**src/source/uart_config.svh**
```systemverilog
`ifndef UART_CONFIG_SVH
`define UART_CONFIG_SVH

//////////////////////////////
// line timing
//////////////////////////////

// clk_tx cycles per bit on txd
// 16 keeps simulation short, 868 gives 115200 baud from 100 MHz
`define UART_CLKS_PER_BIT 16

//////////////////////////////
// buffering
//////////////////////////////

// frame FIFO entries, power of two
`define UART_FIFO_DEPTH 8

`endif

```
**src/source/uart_pkg.sv**
```systemverilog
package uart_pkg;

    //////////////////////////////
    // line format
    //////////////////////////////

    // parity selection, sampled with each host write
    typedef enum logic [1:0] {
        parity_none = 2'd0, // no parity bit on the line
        parity_even = 2'd1, // ones in data + parity is even
        parity_odd  = 2'd2  // ones in data + parity is odd
    } parity_mode_t;

    //////////////////////////////
    // frame carried by the FIFO
    //////////////////////////////

    // one byte plus everything the serializer needs to frame it,
    // so the format is fixed at write time
    typedef struct packed {
        logic [7:0] data;       // payload byte, sent lsb first
        logic       parity_en;  // send a parity bit after data
        logic       parity_bit; // precomputed parity value
        logic       stop2;      // two stop bits instead of one
    } tx_frame_t;

endpackage

```
**src/source/tx_frame_builder.sv**
```systemverilog
`timescale 1ns/1ps

module tx_frame_builder import uart_pkg::*; (
    input  logic         clk_tx,
    input  logic         rst,
    input  logic         wr_strobe,    // one cycle, data valid alongside
    input  logic [7:0]   wr_data,
    input  parity_mode_t parity_mode,  // static level
    input  logic         stop2,        // static level
    output logic         frame_strobe, // one cycle after wr_strobe
    output tx_frame_t    frame
);

    //////////////////////////////
    // parity
    //////////////////////////////

    // value of the parity bit for a given byte and mode
    // none returns 0, the bit is never sent then
    function automatic logic calc_parity(input logic [7:0] data, input parity_mode_t mode);
        logic ones_odd;
        ones_odd = ^data; // high when data holds an odd count of ones
        case (mode)
            parity_even: calc_parity = ones_odd;  // make total even
            parity_odd:  calc_parity = ~ones_odd; // make total odd
            default:     calc_parity = 1'b0;
        endcase
    endfunction

    //////////////////////////////
    // strobe
    //////////////////////////////

    always_ff @(posedge clk_tx) begin
        if (rst) begin
            frame_strobe <= 1'b0;
        end else begin
            frame_strobe <= wr_strobe; // 1 cycle latency
        end
    end

    //////////////////////////////
    // frame register
    //////////////////////////////

    // format latched per byte, so later config changes
    // only touch later bytes
    always_ff @(posedge clk_tx) begin
        if (wr_strobe) begin
            frame.data       <= wr_data;
            frame.parity_en  <= (parity_mode != parity_none);
            frame.parity_bit <= calc_parity(wr_data, parity_mode);
            frame.stop2      <= stop2;
        end
    end

endmodule

```
**src/source/tx_fifo.sv**
```systemverilog
`timescale 1ns/1ps

module tx_fifo import uart_pkg::*; #(
    parameter type payload_t = tx_frame_t,
    parameter int  DEPTH     = 8 // power of two
) (
    input  logic     clk_tx,
    input  logic     rst,
    input  logic     push,
    input  payload_t push_data,
    input  logic     pop,      // caller guarantees not empty
    output payload_t head,     // entry at the read pointer
    output logic     empty,
    output logic     overflow  // sticky until rst
);

    localparam int ADDR_W = (DEPTH > 1) ? $clog2(DEPTH) : 1;

    payload_t            mem [DEPTH];
    logic [ADDR_W-1:0]   wr_ptr;
    logic [ADDR_W-1:0]   rd_ptr;
    logic [ADDR_W:0]     count;  // one extra bit to hold DEPTH
    logic                full;
    logic                push_ok;

    assign full    = (count == (ADDR_W+1)'(DEPTH));
    assign empty   = (count == '0);
    assign push_ok = push && !full; // full push is simply lost
    assign head    = mem[rd_ptr];   // no output register

    //////////////////////////////
    // storage
    //////////////////////////////

    always_ff @(posedge clk_tx) begin
        if (push_ok) begin
            mem[wr_ptr] <= push_data;
        end
    end

    //////////////////////////////
    // pointers and occupancy
    //////////////////////////////

    always_ff @(posedge clk_tx) begin
        if (rst) begin
            wr_ptr <= '0;
            rd_ptr <= '0;
            count  <= '0;
        end else begin
            if (push_ok) begin
                wr_ptr <= wr_ptr + 1'b1; // wraps, DEPTH is 2^n
            end
            if (pop) begin
                rd_ptr <= rd_ptr + 1'b1;
            end
            case ({push_ok, pop})
                2'b10:   count <= count + 1'b1;
                2'b01:   count <= count - 1'b1;
                default: count <= count; // both or neither
            endcase
        end
    end

    //////////////////////////////
    // overflow flag
    //////////////////////////////

    always_ff @(posedge clk_tx) begin
        if (rst) begin
            overflow <= 1'b0;
        end else if (push && full) begin
            overflow <= 1'b1; // stays set
        end
    end

endmodule

```
**src/source/uart_tx.sv**
```systemverilog
`timescale 1ns/1ps
`include "uart_config.svh"

module uart_tx import uart_pkg::*; (
    input  logic      clk_tx,
    input  logic      rst,
    input  logic      empty,
    input  tx_frame_t head,
    output logic      pop,   // one cycle, frame taken
    output logic      txd,   // idle high
    output logic      busy
);

    localparam int CNT_W = ($clog2(`UART_CLKS_PER_BIT) > 0) ? $clog2(`UART_CLKS_PER_BIT) : 1;
    localparam logic [CNT_W-1:0] CNT_RELOAD = CNT_W'(`UART_CLKS_PER_BIT - 1);

    typedef enum logic [2:0] {
        st_idle,
        st_start,
        st_data,
        st_parity,
        st_stop
    } state_t;

    state_t           state;
    logic [CNT_W-1:0] baud_cnt;  // counts down to 0 per bit
    logic [2:0]       bit_idx;   // data bit on the line
    logic             stop_idx;  // second stop bit in progress
    logic [7:0]       shift_reg; // lsb is on the line
    logic             par_en;
    logic             par_bit;
    logic             stop2_q;
    logic             bit_done;
    logic             last_stop;

    assign bit_done  = (baud_cnt == '0);
    // final tick of the final stop bit
    assign last_stop = (state == st_stop) && bit_done && (!stop2_q || stop_idx);

    // take a frame when idle, or right at the end of the current one
    assign pop  = !empty && ((state == st_idle) || last_stop);
    assign busy = (state != st_idle) || pop;

    //////////////////////////////
    // control fsm
    //////////////////////////////

    always_ff @(posedge clk_tx) begin
        if (rst) begin
            state    <= st_idle;
            baud_cnt <= CNT_RELOAD;
            bit_idx  <= '0;
            stop_idx <= 1'b0;
        end else if (pop) begin
            state    <= st_start; // start bit from next cycle
            baud_cnt <= CNT_RELOAD;
            bit_idx  <= '0;
            stop_idx <= 1'b0;
        end else begin
            if (state == st_idle || bit_done) begin
                baud_cnt <= CNT_RELOAD;
            end else begin
                baud_cnt <= baud_cnt - 1'b1;
            end
            case (state)
                st_start: if (bit_done) state <= st_data;
                st_data: begin
                    if (bit_done) begin
                        bit_idx <= bit_idx + 1'b1;
                        if (bit_idx == 3'd7) begin // msb just finished
                            state <= par_en ? st_parity : st_stop;
                        end
                    end
                end
                st_parity: if (bit_done) state <= st_stop;
                st_stop: begin
                    if (bit_done) begin
                        if (stop2_q && !stop_idx) begin
                            stop_idx <= 1'b1; // one more stop bit
                        end else begin
                            state <= st_idle; // nothing queued
                        end
                    end
                end
                default: state <= st_idle;
            endcase
        end
    end

    //////////////////////////////
    // frame datapath
    //////////////////////////////

    always_ff @(posedge clk_tx) begin
        if (pop) begin
            shift_reg <= head.data;
            par_en    <= head.parity_en;
            par_bit   <= head.parity_bit;
            stop2_q   <= head.stop2;
        end else if (state == st_data && bit_done) begin
            shift_reg <= {1'b0, shift_reg[7:1]}; // next bit down to lsb
        end
    end

    //////////////////////////////
    // line output
    //////////////////////////////

    always_comb begin
        case (state)
            st_start:  txd = 1'b0;
            st_data:   txd = shift_reg[0];
            st_parity: txd = par_bit;
            default:   txd = 1'b1; // idle and stop
        endcase
    end

endmodule

```
**src/source/uart_tx_top.sv**
```systemverilog
`timescale 1ns/1ps
`include "uart_config.svh"

module uart_tx_top import uart_pkg::*; (
    input  logic         clk_tx,
    input  logic         rst,
    input  logic         wr_strobe,   // no ready, write is fire and forget
    input  logic [7:0]   wr_data,
    input  parity_mode_t parity_mode,
    input  logic         stop2,
    output logic         txd,
    output logic         busy,
    output logic         overflow     // write lost on full FIFO
);

    logic      frame_strobe;
    tx_frame_t frame;
    logic      pop;
    logic      empty;
    tx_frame_t head;

    //////////////////////////////
    // producer
    //////////////////////////////

    tx_frame_builder i_builder (
        .clk_tx       (clk_tx),
        .rst          (rst),
        .wr_strobe    (wr_strobe),
        .wr_data      (wr_data),
        .parity_mode  (parity_mode),
        .stop2        (stop2),
        .frame_strobe (frame_strobe),
        .frame        (frame)
    );

    //////////////////////////////
    // frame buffer
    //////////////////////////////

    tx_fifo #(
        .payload_t (tx_frame_t),
        .DEPTH     (`UART_FIFO_DEPTH)
    ) i_fifo (
        .clk_tx    (clk_tx),
        .rst       (rst),
        .push      (frame_strobe),
        .push_data (frame),
        .pop       (pop),
        .head      (head),
        .empty     (empty),
        .overflow  (overflow)
    );

    //////////////////////////////
    // serializer
    //////////////////////////////

    uart_tx i_tx (
        .clk_tx (clk_tx),
        .rst    (rst),
        .empty  (empty),
        .head   (head),
        .pop    (pop),
        .txd    (txd),
        .busy   (busy)
    );

endmodule

```
**config.mk**
```make
export PLATFORM = sky130hd
export DESIGN_NAME = uart_tx_top
export DESIGN_NICKNAME = d
export VERILOG_FILES = /design/src/source/uart_pkg.sv /design/src/source/tx_frame_builder.sv /design/src/source/tx_fifo.sv /design/src/source/uart_tx.sv /design/src/source/uart_tx_top.sv
export VERILOG_INCLUDE_DIRS = /design/src /design/src/source
export SDC_FILE = /design/constraint.sdc
export NUM_CORES = 1
export LEC_CHECK = 0
export BUFFER_PORTS_ARGS = -buffer_cell sky130_fd_sc_hd__buf_2
export CORE_UTILIZATION = 41
export DETAILED_ROUTE_END_ITERATION = 12
export HOLD_SLACK_MARGIN = 0.05
export REMOVE_ABC_BUFFERS = 1
export SLEW_MARGIN = 10
export SYNTH_ARGS = -nofsm -noshare
export SYNTH_HDL_FRONTEND = slang
export SYNTH_SLANG_ARGS = --single-unit
```
**constraint.sdc**
```tcl
create_clock -name clk_tx -period 3.45 [get_ports clk_tx]
set_input_delay 0.1725 -clock clk_tx [delete_from_list [all_inputs] [get_ports clk_tx]]
set_output_delay 0.1725 -clock clk_tx [all_outputs]
set_load 0.01 [all_outputs]
```
==> impl_metrics.tcl, run 1 <==
set metrics [dict create \
    outcome "completed" \
    synth_top_area_frac 0.606 \
    finalCriticalPeriod_ns 2.76 \
    cts_tree "yes" \
    min_from "parity_mode[1]" \
    maxSlewHeadroom 0.269 \
    syn_inst 318 \
    root_buffer "clkbuf_16" \
    post-route-util 0.506 \
    postRouteAntennaNets 0 \
    crit_arrival_ns 3.06 \
    finalWirelength_um 9500 \
    synthArstFlopShare 0 \
    dr.pass1.iters 4 \
    ys_seq_area_frac 0.701 \
    timing.hold.ws_ns 0.129 \
    drc_errors 0 \
    maxCapViolCount 0 \
    grt_max_degree 24 \
    grtUsageMet3 0.0559 \
    die_width_um 117 \
    std_cell_rows 41 \
    p_sw_uw 1180 \
    cp.required_ns 3.75 \
    finalCritPeriodShare 0.800 \
    pwr-share-clk 0.375 \
    initial_core_util 0.427 \
    antenna_cells 0 \
    critPathMaxStageDelay_ns 0.46 \
    num_io_pins 17 \
    r2r-end "i_fifo.count[3]" \
    cp-start-kind "register" \
    core-area_mm2 0.0128 \
    worstSkewPairLatency_ns 0.41 \
    pwr-share-comb 0.180 \
    grt_usage 0.151 \
    first_global_vias 2848 \
    die_h_um 117 \
    yosysWarningCount 0 \
    r2r-start "i_tx.baud_cnt[0]" \
    p_int_uw 3550 \
    leakage_uw 0.00218 \
    ys_ff_latch 136 \
    clkTransAtPathRegs_ns 0.05 \
    rsz0062_at_grt "no" \
    final_common_cell "edfxtp_1" \
    drv_slew 0 \
    hold_violations 0 \
    netlist.top_cell.by_area "edfxtp_1" \
    cp_slowest_cell "or3b_1" \
    netlist_top_cells_area "edfxtp_1 61%, dfxtp_1 9.5%, mux4_2 9.1%, mux2_2 3.9%, ha_1 2.1%" \
    filler_cell_count 1038 \
    cpMostUsedCell "ha_1" \
    grt_overflow 0 \
    multi_input_area_mm2 0.00155 \
    clock_sinks 136 \
    path_cells "inv_1, ha_1, or3b_1, o21a_4, nor2_8, buf_4, ha_1, nand3b_1, a211oi_1, o21bai_1, mux2_2" \
    numCtsBuffers 17 \
    dp_hpwl_um 5870 \
    finalClockSkew_ns 0.00636 \
    avgSynthCellArea_um2 17.1 \
    grt_pass1_wl_um 15100 \
    syn2layout_area_growth_pct 18.5 \
    antenna_found_initial 0 \
    grt.busiest_layer "met2" \
    met2_usage 0.241 \
    cp_max_fo 18 \
    path_class "register to register" \
    htreeDepth 4 \
    seq_area_mm2 0.00382 \
    hp-class "input pin to register" \
    cts_resized 0 \
    synth-edff-count 110 \
    dr.first_iter.drc_count 135 \
    nNetsFinal 386 \
    power.total_uw 4720 \
    ys_types 40 \
    finalSetupViolCount 0 \
    largest_reg_flops 88 \
    max_slew.worst_pin.slew_ns 1.09 \
    viasPerCell 5.13 \
    finalSetupTns_ns 0 \
    final_cell_mix "110 x edfxtp_1, 26 x dfxtp_1, 22 x mux4_2" \
    syn-cell-area_mm2 0.00545 \
    gp_congestion 0.690 \
    drive_gt1_frac 0.283 \
    swShare 0.249 \
    ys.flop_type "edfxtp_1" \
    reg2reg_slack_ns 0.69 \
    power.density_mw_per_mm2 731 \
    grt.met1_usage 0.187 \
    hold_depth 3 \
    min_to "i_builder.frame[1]" \
    pwr-share-seq 0.445 \
    r2r_cells 11 \
    wire_per_inst_um 17.4 \
    via_count 2806 \
    cts_buffer_depth 2 \
    clock.fmax_mhz 362 \
    numPortBuffers 16 \
    end_kind "register" \
    peakVddDrop_uv 400 \
    die_area_mm2 0.0138 \
]
repair_timing:
item                                   CTS  global route
endpoints found under the hold margin   10             0
setup buffers                            0             0
hold buffers                            11             0
layer usage:
metal	wire length, um	share of wire
met1	4250	0.45
met2	4710	0.50
met3	408	0.043
met4	136	0.014
met5	0	0
kinds of logic (layout without fill, tap and decap cells):
kind of cell    after synthesis  in the layout  share of synthesized area
simple gates                 74             74                     0.0753
compound gates               24             24                     0.0273
flops                       136            136                      0.701
fa+ha+maj                     9              9                     0.0207
mux                          46             46                      0.139
xor+xnor                     14             14                     0.0225
buf+inv                      15             72                     0.0135
power groups by stage:
stage               combinational [uW]  clock (uW)  sequential, uW
global route                       929        1890            2120
floorplan                          608           0            2130
finish                             848        1770            2100
CTS                                864        1810            2100
detailed placement                 847           0            2140
global placement                   834           0            2130
final cells by class:
class | instances | share of cell area
Clock inverter | 13 | 0.0240
Inverter | 3 | 0.00174
Clock buffer | 18 | 0.0664
Timing Repair Buffer | 38 | 0.0422
Sequential cell | 136 | 0.592
Tap cell | 172 | 0.0333
Multi-Input combinational cell | 167 | 0.241
stage by stage:
stage,instances,instance area [um2],setup slack (ns)
final,547,6460,0.690
after global routing,547,6460,0.537
after CTS,547,6460,0.689
after detailed placement,505,5770,0.700
after global placement,505,5770,0.769
after floorplan,306,5390,0.758
critical path, delay by kind of cell (launching register included):
kind | cells | cell delay, ns
simple gates | 3 | 0.70
buf+inv | 2 | 0.33
mux | 1 | 0.34
fa+ha+maj | 2 | 0.43
compound gates | 3 | 0.52
flops | 1 | 0.32
worst max path at each step:
stage / start / end / slack (ns) / cells after the start
5_1_grt: i_tx.baud_cnt[0] / i_fifo.count[2] / 0.54 / 12
2_1_floorplan: i_tx.baud_cnt[0] / i_fifo.count[2] / 0.76 / 12
3_5_place_dp: i_tx.baud_cnt[0] / i_fifo.count[3] / 0.70 / 11
4_1_cts: i_tx.baud_cnt[0] / i_fifo.count[3] / 0.69 / 11
6_report: i_tx.baud_cnt[0] / i_fifo.count[3] / 0.69 / 11
3_3_place_gp: i_tx.baud_cnt[0] / i_fifo.count[3] / 0.77 / 11
cells in the mapped netlist, drive strengths merged (5+ instances only):
cell    count
xnor2       8
nor2       16
a21oi      10
dfxtp      26
nor2b       5
buf         5
nand2      13
o21ai       7
mux2       19
ha          9
mux2i       5
xor2        6
edfxtp    110
nand2b      8
nand3       5
clkbuf      7
mux4       22
nor3       11
No activity file was read; power rests on OpenSTA's default activity.
==> inputs of run 2 (changes only) <==
--- a/config.mk
+++ b/config.mk
@@ -6,6 +6,7 @@
 export SDC_FILE = /design/constraint.sdc
 export NUM_CORES = 1
 export LEC_CHECK = 0
+export ABC_AREA = 1
 export BUFFER_PORTS_ARGS = -buffer_cell sky130_fd_sc_hd__buf_2
 export CORE_UTILIZATION = 41
 export DETAILED_ROUTE_END_ITERATION = 12
==> constraint.sdc (replaced) <==
create_clock -name clk_tx -period 2.9 [get_ports clk_tx]
set_input_delay 0.145 -clock clk_tx [delete_from_list [all_inputs] [get_ports clk_tx]]
set_output_delay 0.145 -clock clk_tx [all_outputs]
set_load 0.01 [all_outputs]
==> run 2 against run 1 <==
- total power rose by 38%
- combinational power increased by 92%
- synthesized cell count is 56% higher
- critical path type unchanged
- core utilization fell by 0.56 points
- largest power group unchanged
- sequential power rose by 21%
==> impl_metrics.tcl, run 2 <==
set metrics [dict create \
    htreeDepth 4 \
    filler_cell_count 1213 \
    max_slew.worst_pin.slew_ns 0.696 \
    ys_ff_latch 136 \
    dp_hpwl_um 6920 \
    post-route-util 0.500 \
    drv_slew 0 \
    antenna_found_initial 0 \
    clock.fmax_mhz 421 \
    grt.busiest_layer "met2" \
    die_area_mm2 0.0141 \
    outcome "completed" \
    finalCritPeriodShare 0.820 \
    synth_most_common_cell "edfxtp_1" \
    core-area_mm2 0.0132 \
    cts_tree "yes" \
    gp_congestion 0.783 \
    syn-cell-area_mm2 0.00558 \
    cp.required_ns 3.21 \
    layout.cells.non_filler 724 \
    cts_buffer_depth 2 \
    cp-start-kind "register" \
    cts_resized 0 \
    die_h_um 119 \
    pwr-share-comb 0.251 \
    finalSetupTns_ns 0 \
    largest_reg_flops 88 \
    initial_core_util 0.422 \
    postRouteAntennaNets 0 \
    swShare 0.306 \
    maxSlewHeadroom 0.535 \
    hold_violations 0 \
    ys.flop_type "edfxtp_1" \
    grt_pass1_wl_um 18700 \
    viasPerCell 5.02 \
    worstSkewPairLatency_ns 0.42 \
    yosysWarningCount 0 \
    syn2layout_area_growth_pct 18.6 \
    p_sw_uw 1990 \
    grt_overflow 0 \
    cp_slowest_cell "dfxtp_1" \
    met2_usage 0.286 \
    grt_usage 0.176 \
    hp-class "input pin to register" \
    synth_top_area_frac 0.592 \
    synth-edff-count 110 \
    via_count 3631 \
    pwr-share-clk 0.358 \
    num_io_pins 17 \
    numCtsBuffers 17 \
    antenna_cells 0 \
    yosys-top-cells-count "110 x edfxtp_1, 103 x nor2_1, 58 x nand2_1" \
    final_common_cell "edfxtp_1" \
    root_buffer "clkbuf_16" \
    finalClockSkew_ns 0.00689 \
    wire_per_inst_um 15.6 \
    leakage_uw 0.00249 \
    numPortBuffers 16 \
    crit_arrival_ns 2.69 \
    drive_gt1_frac 0.128 \
    ys_seq_area_frac 0.685 \
    netlist.top_cell.by_area "edfxtp_1" \
    final_cell_mix "110 x edfxtp_1, 103 x nor2_1, 58 x nand2_1" \
    synthArstFlopShare 0 \
    maxCapViolCount 0 \
    peakVddDrop_uv 547 \
    drc_errors 0 \
    dr.pass1.iters 5 \
    path_class "register to register" \
    finalWirelength_um 11300 \
    grt_max_degree 45 \
    end_kind "register" \
    die_width_um 119 \
    rsz0062_at_grt "no" \
    finalSetupViolCount 0 \
    grt.met1_usage 0.224 \
    p_int_uw 4500 \
    nNetsFinal 558 \
    first_global_vias 3753 \
    power.density_mw_per_mm2 980 \
    ys_types 30 \
    placed_cells 680 \
    pwr-share-seq 0.391 \
    path_buf_inv 4 \
    avgSynthCellArea_um2 11.3 \
    crit_family "adder cells" \
    syn_inst 495 \
    finalCriticalPeriod_ns 2.38 \
    cp_max_fo 16 \
    dr.first_iter.drc_count 221 \
    path_cells "inv_1, ha_1, nand2_1, nand2_2, nand3_2, inv_2, ha_1, nand2_1, inv_1, nor2_1, ha_1, a21oi_1, xnor2_1, o21ai_0, inv_1" \
    clock_sinks 136 \
    critPathMaxStageDelay_ns 0.33 \
    grtUsageMet3 0.0434 \
    clkTransAtPathRegs_ns 0.05 \
    std_cell_rows 42 \
    netlist_top_cells_area "edfxtp_1 59%, dfxtp_1 9.3%, nor2_1 6.9%, o21ai_0 4.5%, nand2_1 3.9%" \
]
==> run 2: power groups by stage <==
stage	Sequential, uW	Combinational (uW)	Clock (uW)
after floorplan	2600	1100	0
after CTS	2540	1640	2370
after global placement	2570	1550	0
final	2540	1630	2330
after detailed placement	2580	1610	0
after global routing	2570	1840	2450
==> run 2: kinds of logic after synthesis <==
family | count (synthesis) | synth area share
compound gates | 91 | 0.0923
xor+xnor | 11 | 0.0173
fa+ha+maj | 9 | 0.0202
buf+inv | 54 | 0.0426
flops | 136 | 0.685
simple gates | 194 | 0.143
==> run 2: cell type report <==
class                   instances  area, um2  share of cell area
inverters                      36        135              0.0204
clock inverters                 9        171              0.0259
well taps                     176        220              0.0332
flip-flops and latches        136       3820               0.577
clock buffers                  23        468              0.0706
repair buffers                 39        283              0.0427
multi-input cells             305       1520               0.230
==> run 2: timing repair <==
| action | in CTS | in global routing |
|---|---|---|
| endpoints found under the hold margin | 17 | 0 |
| hold buffers | 12 | 0 |
| buffers inserted | 0 | 0 |
==> run 2: final timing paths <==
kind	start	end	slack (ns)	cells past startpoint
max	i_tx.baud_cnt[0]	i_fifo.count[2]	0.52	15
min reg2reg	i_tx.baud_cnt[0]	i_tx.baud_cnt[0]	0.42	1
max reg2reg	i_tx.baud_cnt[0]	i_fifo.count[2]	0.52	15
min	wr_strobe	i_builder.frame_strobe	0.11	3
==> run 2: tightest hold or removal path: stages <==
cell and delay, ns:
buf_2 0.21, inv_1 0.09, nor2_1 0.04
==> run 2: per-layer routing <==
layer	wire (um)	part of all wire	vias up
met5	0	0	-
met4	153	0.014	0
met3	543	0.048	14
met2	5590	0.49	83
met1	5020	0.44	1738
li1	-	-	1796
==> run 2: metrics by stage <==
stage | setup slack (ns) | total power, uW | area, um2 | hold slack (ns)
finish | 0.522 | 6490 | 6620 | 0.112
global route | 0.314 | 6860 | 6620 | 0.130
CTS | 0.531 | 6550 | 6620 | 0.102
detailed placement | 0.542 | 4190 | 5860 | 0.329
global placement | 0.738 | 4120 | 5860 | 0.324
floorplan | 0.702 | 3700 | 5480 | 0.212
==> inputs of run 3 (changes only) <==
==> constraint.sdc (replaced) <==
create_clock -name clk_tx -period 2.05 [get_ports clk_tx]
set_input_delay 0.1025 -clock clk_tx [delete_from_list [all_inputs] [get_ports clk_tx]]
set_output_delay 0.1025 -clock clk_tx [all_outputs]
set_load 0.01 [all_outputs]
==> run 3 against run 2 <==
- via count fell by 1.2%
- combinational power rose by 54%
- routed wire length fell by 1.2%
- register-to-register slack got worse by 0.41 ns
- die area did not move
- fmax rose by 23%
- design area rose by 1.8%
- highest routed layer unchanged
==> impl_metrics.tcl, run 3 (same netlist as run 2, synthesis figures left out) <==
set metrics [dict create \
    peakVddDrop_uv 719 \
    gp_congestion 0.791 \
    multi_input_area_mm2 0.00155 \
    cts_buffer_depth 2 \
    filler_cell_count 1162 \
    finalWirelength_um 11200 \
    core-area_mm2 0.0132 \
    hp-class "input pin to register" \
    grt_pass1_wl_um 18100 \
    die_width_um 119 \
    post-route-util 0.509 \
    antenna_cells 0 \
    wire_per_inst_um 15.3 \
    initial_core_util 0.422 \
    largest_reg_flops 88 \
    outcome "completed" \
    drv_slew 0 \
    cp-start-kind "register" \
    drive_gt1_frac 0.159 \
    finalClockSkew_ns 0.00869 \
    via_count 3586 \
    num_io_pins 17 \
    clock_sinks 136 \
    std_cell_rows 42 \
    leakage_uw 0.00254 \
    viasPerCell 4.91 \
    power.density_mw_per_mm2 1400 \
    final_common_cell "edfxtp_1" \
    postRouteAntennaNets 0 \
    hold_depth 4 \
    placed_cells 685 \
    cp_max_fo 4 \
    r2r_cells 15 \
    cp.required_ns 2.36 \
    clkTransAtPathRegs_ns 0.06 \
    dpl_cell_area_mm2 0.00594 \
    hold_violations 0 \
    numPortBuffers 16 \
    min_to "i_builder.frame[1]" \
    antenna_found_initial 0 \
    r2r-start "i_tx.baud_cnt[0]" \
    reg2reg_slack_ns 0.11 \
    finalSetupViolCount 0 \
    grt_overflow 0 \
    design_area_mm2 0.00674 \
    cts_tree "yes" \
    clock.fmax_mhz 517 \
    finalCriticalPeriod_ns 1.94 \
    min_from "parity_mode[1]" \
    die_area_mm2 0.0141 \
    root_buffer "clkbuf_16" \
    seq_area_mm2 0.00382 \
    drc_errors 0 \
    dp_hpwl_um 6710 \
    maxSlewHeadroom 0.634 \
    dr.first_iter.drc_count 253 \
    r2r-end "i_fifo.count[2]" \
    max_slew.worst_pin.slew_ns 0.549 \
    end_kind "register" \
    nNetsFinal 564 \
    first_global_vias 3552 \
    grt_max_degree 45 \
    final_cell_mix "110 x edfxtp_1, 101 x nor2_1, 56 x nand2_1" \
    finalCritPeriodShare 0.944 \
    syn2layout_area_growth_pct 20.7 \
    crit_arrival_ns 2.25 \
    worstSkewPairLatency_ns 0.42 \
    layout.cells.non_filler 730 \
    grt_usage 0.173 \
    dr.pass1.iters 4 \
    numCtsBuffers 17 \
    die_h_um 119 \
    htreeDepth 4 \
    maxCapViolCount 0 \
    path_class "register to register" \
]
==> run 3: changes by cell type in the layout (fill, tap and decap cells not counted), moves of 2 or more <==
cell	change
clkbuf_1	-4
inv_6	+4
buf_12	+3
buf_4	+3
clkbuf_8	-2
ha_1	-2
nand2_1	-2
nand2_2	+2
nor2_1	-2
nor2_2	+2
o21ai_0	-2
o21ai_1	+2
==> run 3: worst max path at each step <==
stage	slack [ns]	end	start
after floorplan	-0.15	i_fifo.count[2]	i_tx.baud_cnt[0]
after CTS	0.004	i_fifo.count[2]	i_tx.baud_cnt[0]
after global routing	-0.02	i_fifo.count[2]	i_tx.baud_cnt[0]
final	0.11	i_fifo.count[2]	i_tx.baud_cnt[0]
after global placement	0.06	i_fifo.count[2]	i_tx.baud_cnt[0]
after detailed placement	-0.03	i_fifo.count[2]	i_tx.baud_cnt[0]
==> run 3: critical path, cell delays in order, from the launching register on <==
cell and delay, ns:
dfxtp_2 0.34, inv_1 0.06, ha_1 0.20, nand2_2 0.09, nand2_2 0.07, nand3_2 0.08
inv_2 0.05, ha_4 0.17, nand2_2 0.07, inv_1 0.05, nor2_2 0.14, ha_2 0.19
a21oi_2 0.04, xnor2_1 0.14, o21ai_1 0.11, inv_1 0.04
==> run 3: where the power goes <==
| group | leakage (uW) | switching (uW) | total (uW) | internal (uW) |
|---|---|---|---|---|
| registers | 0.00122 | 189 | 3600 | 3410 |
| clock network | 0.000316 | 1160 | 3320 | 2160 |
| logic | 0.00100 | 1600 | 2510 | 912 |
==> run 3: per-stage QoR <==
step           total power [uW]  worst slack (ns)  setup TNS [ns]  hold WS [ns]
2_1_floorplan              5230            -0.148          -0.250         0.169
3_3_place_gp               5980            0.0566               0         0.283
3_5_place_dp               6040           -0.0348         -0.0348         0.287
4_1_cts                    9400           0.00406               0        0.0587
5_1_grt                    9960           -0.0248         -0.0276        0.0797
6_report                   9420             0.115               0        0.0670
==> run 3: routing by layer <==
metal  up-vias  part of all wire  track usage
met2        73              0.49        0.274
met4         0             0.018       0.0823
met3        15             0.039       0.0531
li1       1809                 -            -
met1      1689              0.45        0.215
met5         -                 0            0
==> run 3: repair_timing <==
item | CTS | global route
hold buffers | 12 | 0
setup endpoints to repair | 1 | 3
buffers inserted | 0 | 1
gates resized for setup | 1 | 10
pin swaps | 0 | 3
endpoints found under the hold margin | 17 | 0
cloned | 0 | 0
==> run 3: area by class of cell <==
| type | instances | area share |
|---|---|---|
| Clock buffer | 17 | 0.0631 |
| Inverter | 36 | 0.0200 |
| Clock inverter | 15 | 0.0327 |
| Tap cell | 176 | 0.0327 |
| Sequential cell | 136 | 0.567 |
| Timing Repair Buffer | 45 | 0.0542 |
| Multi-Input combinational cell | 305 | 0.230 |
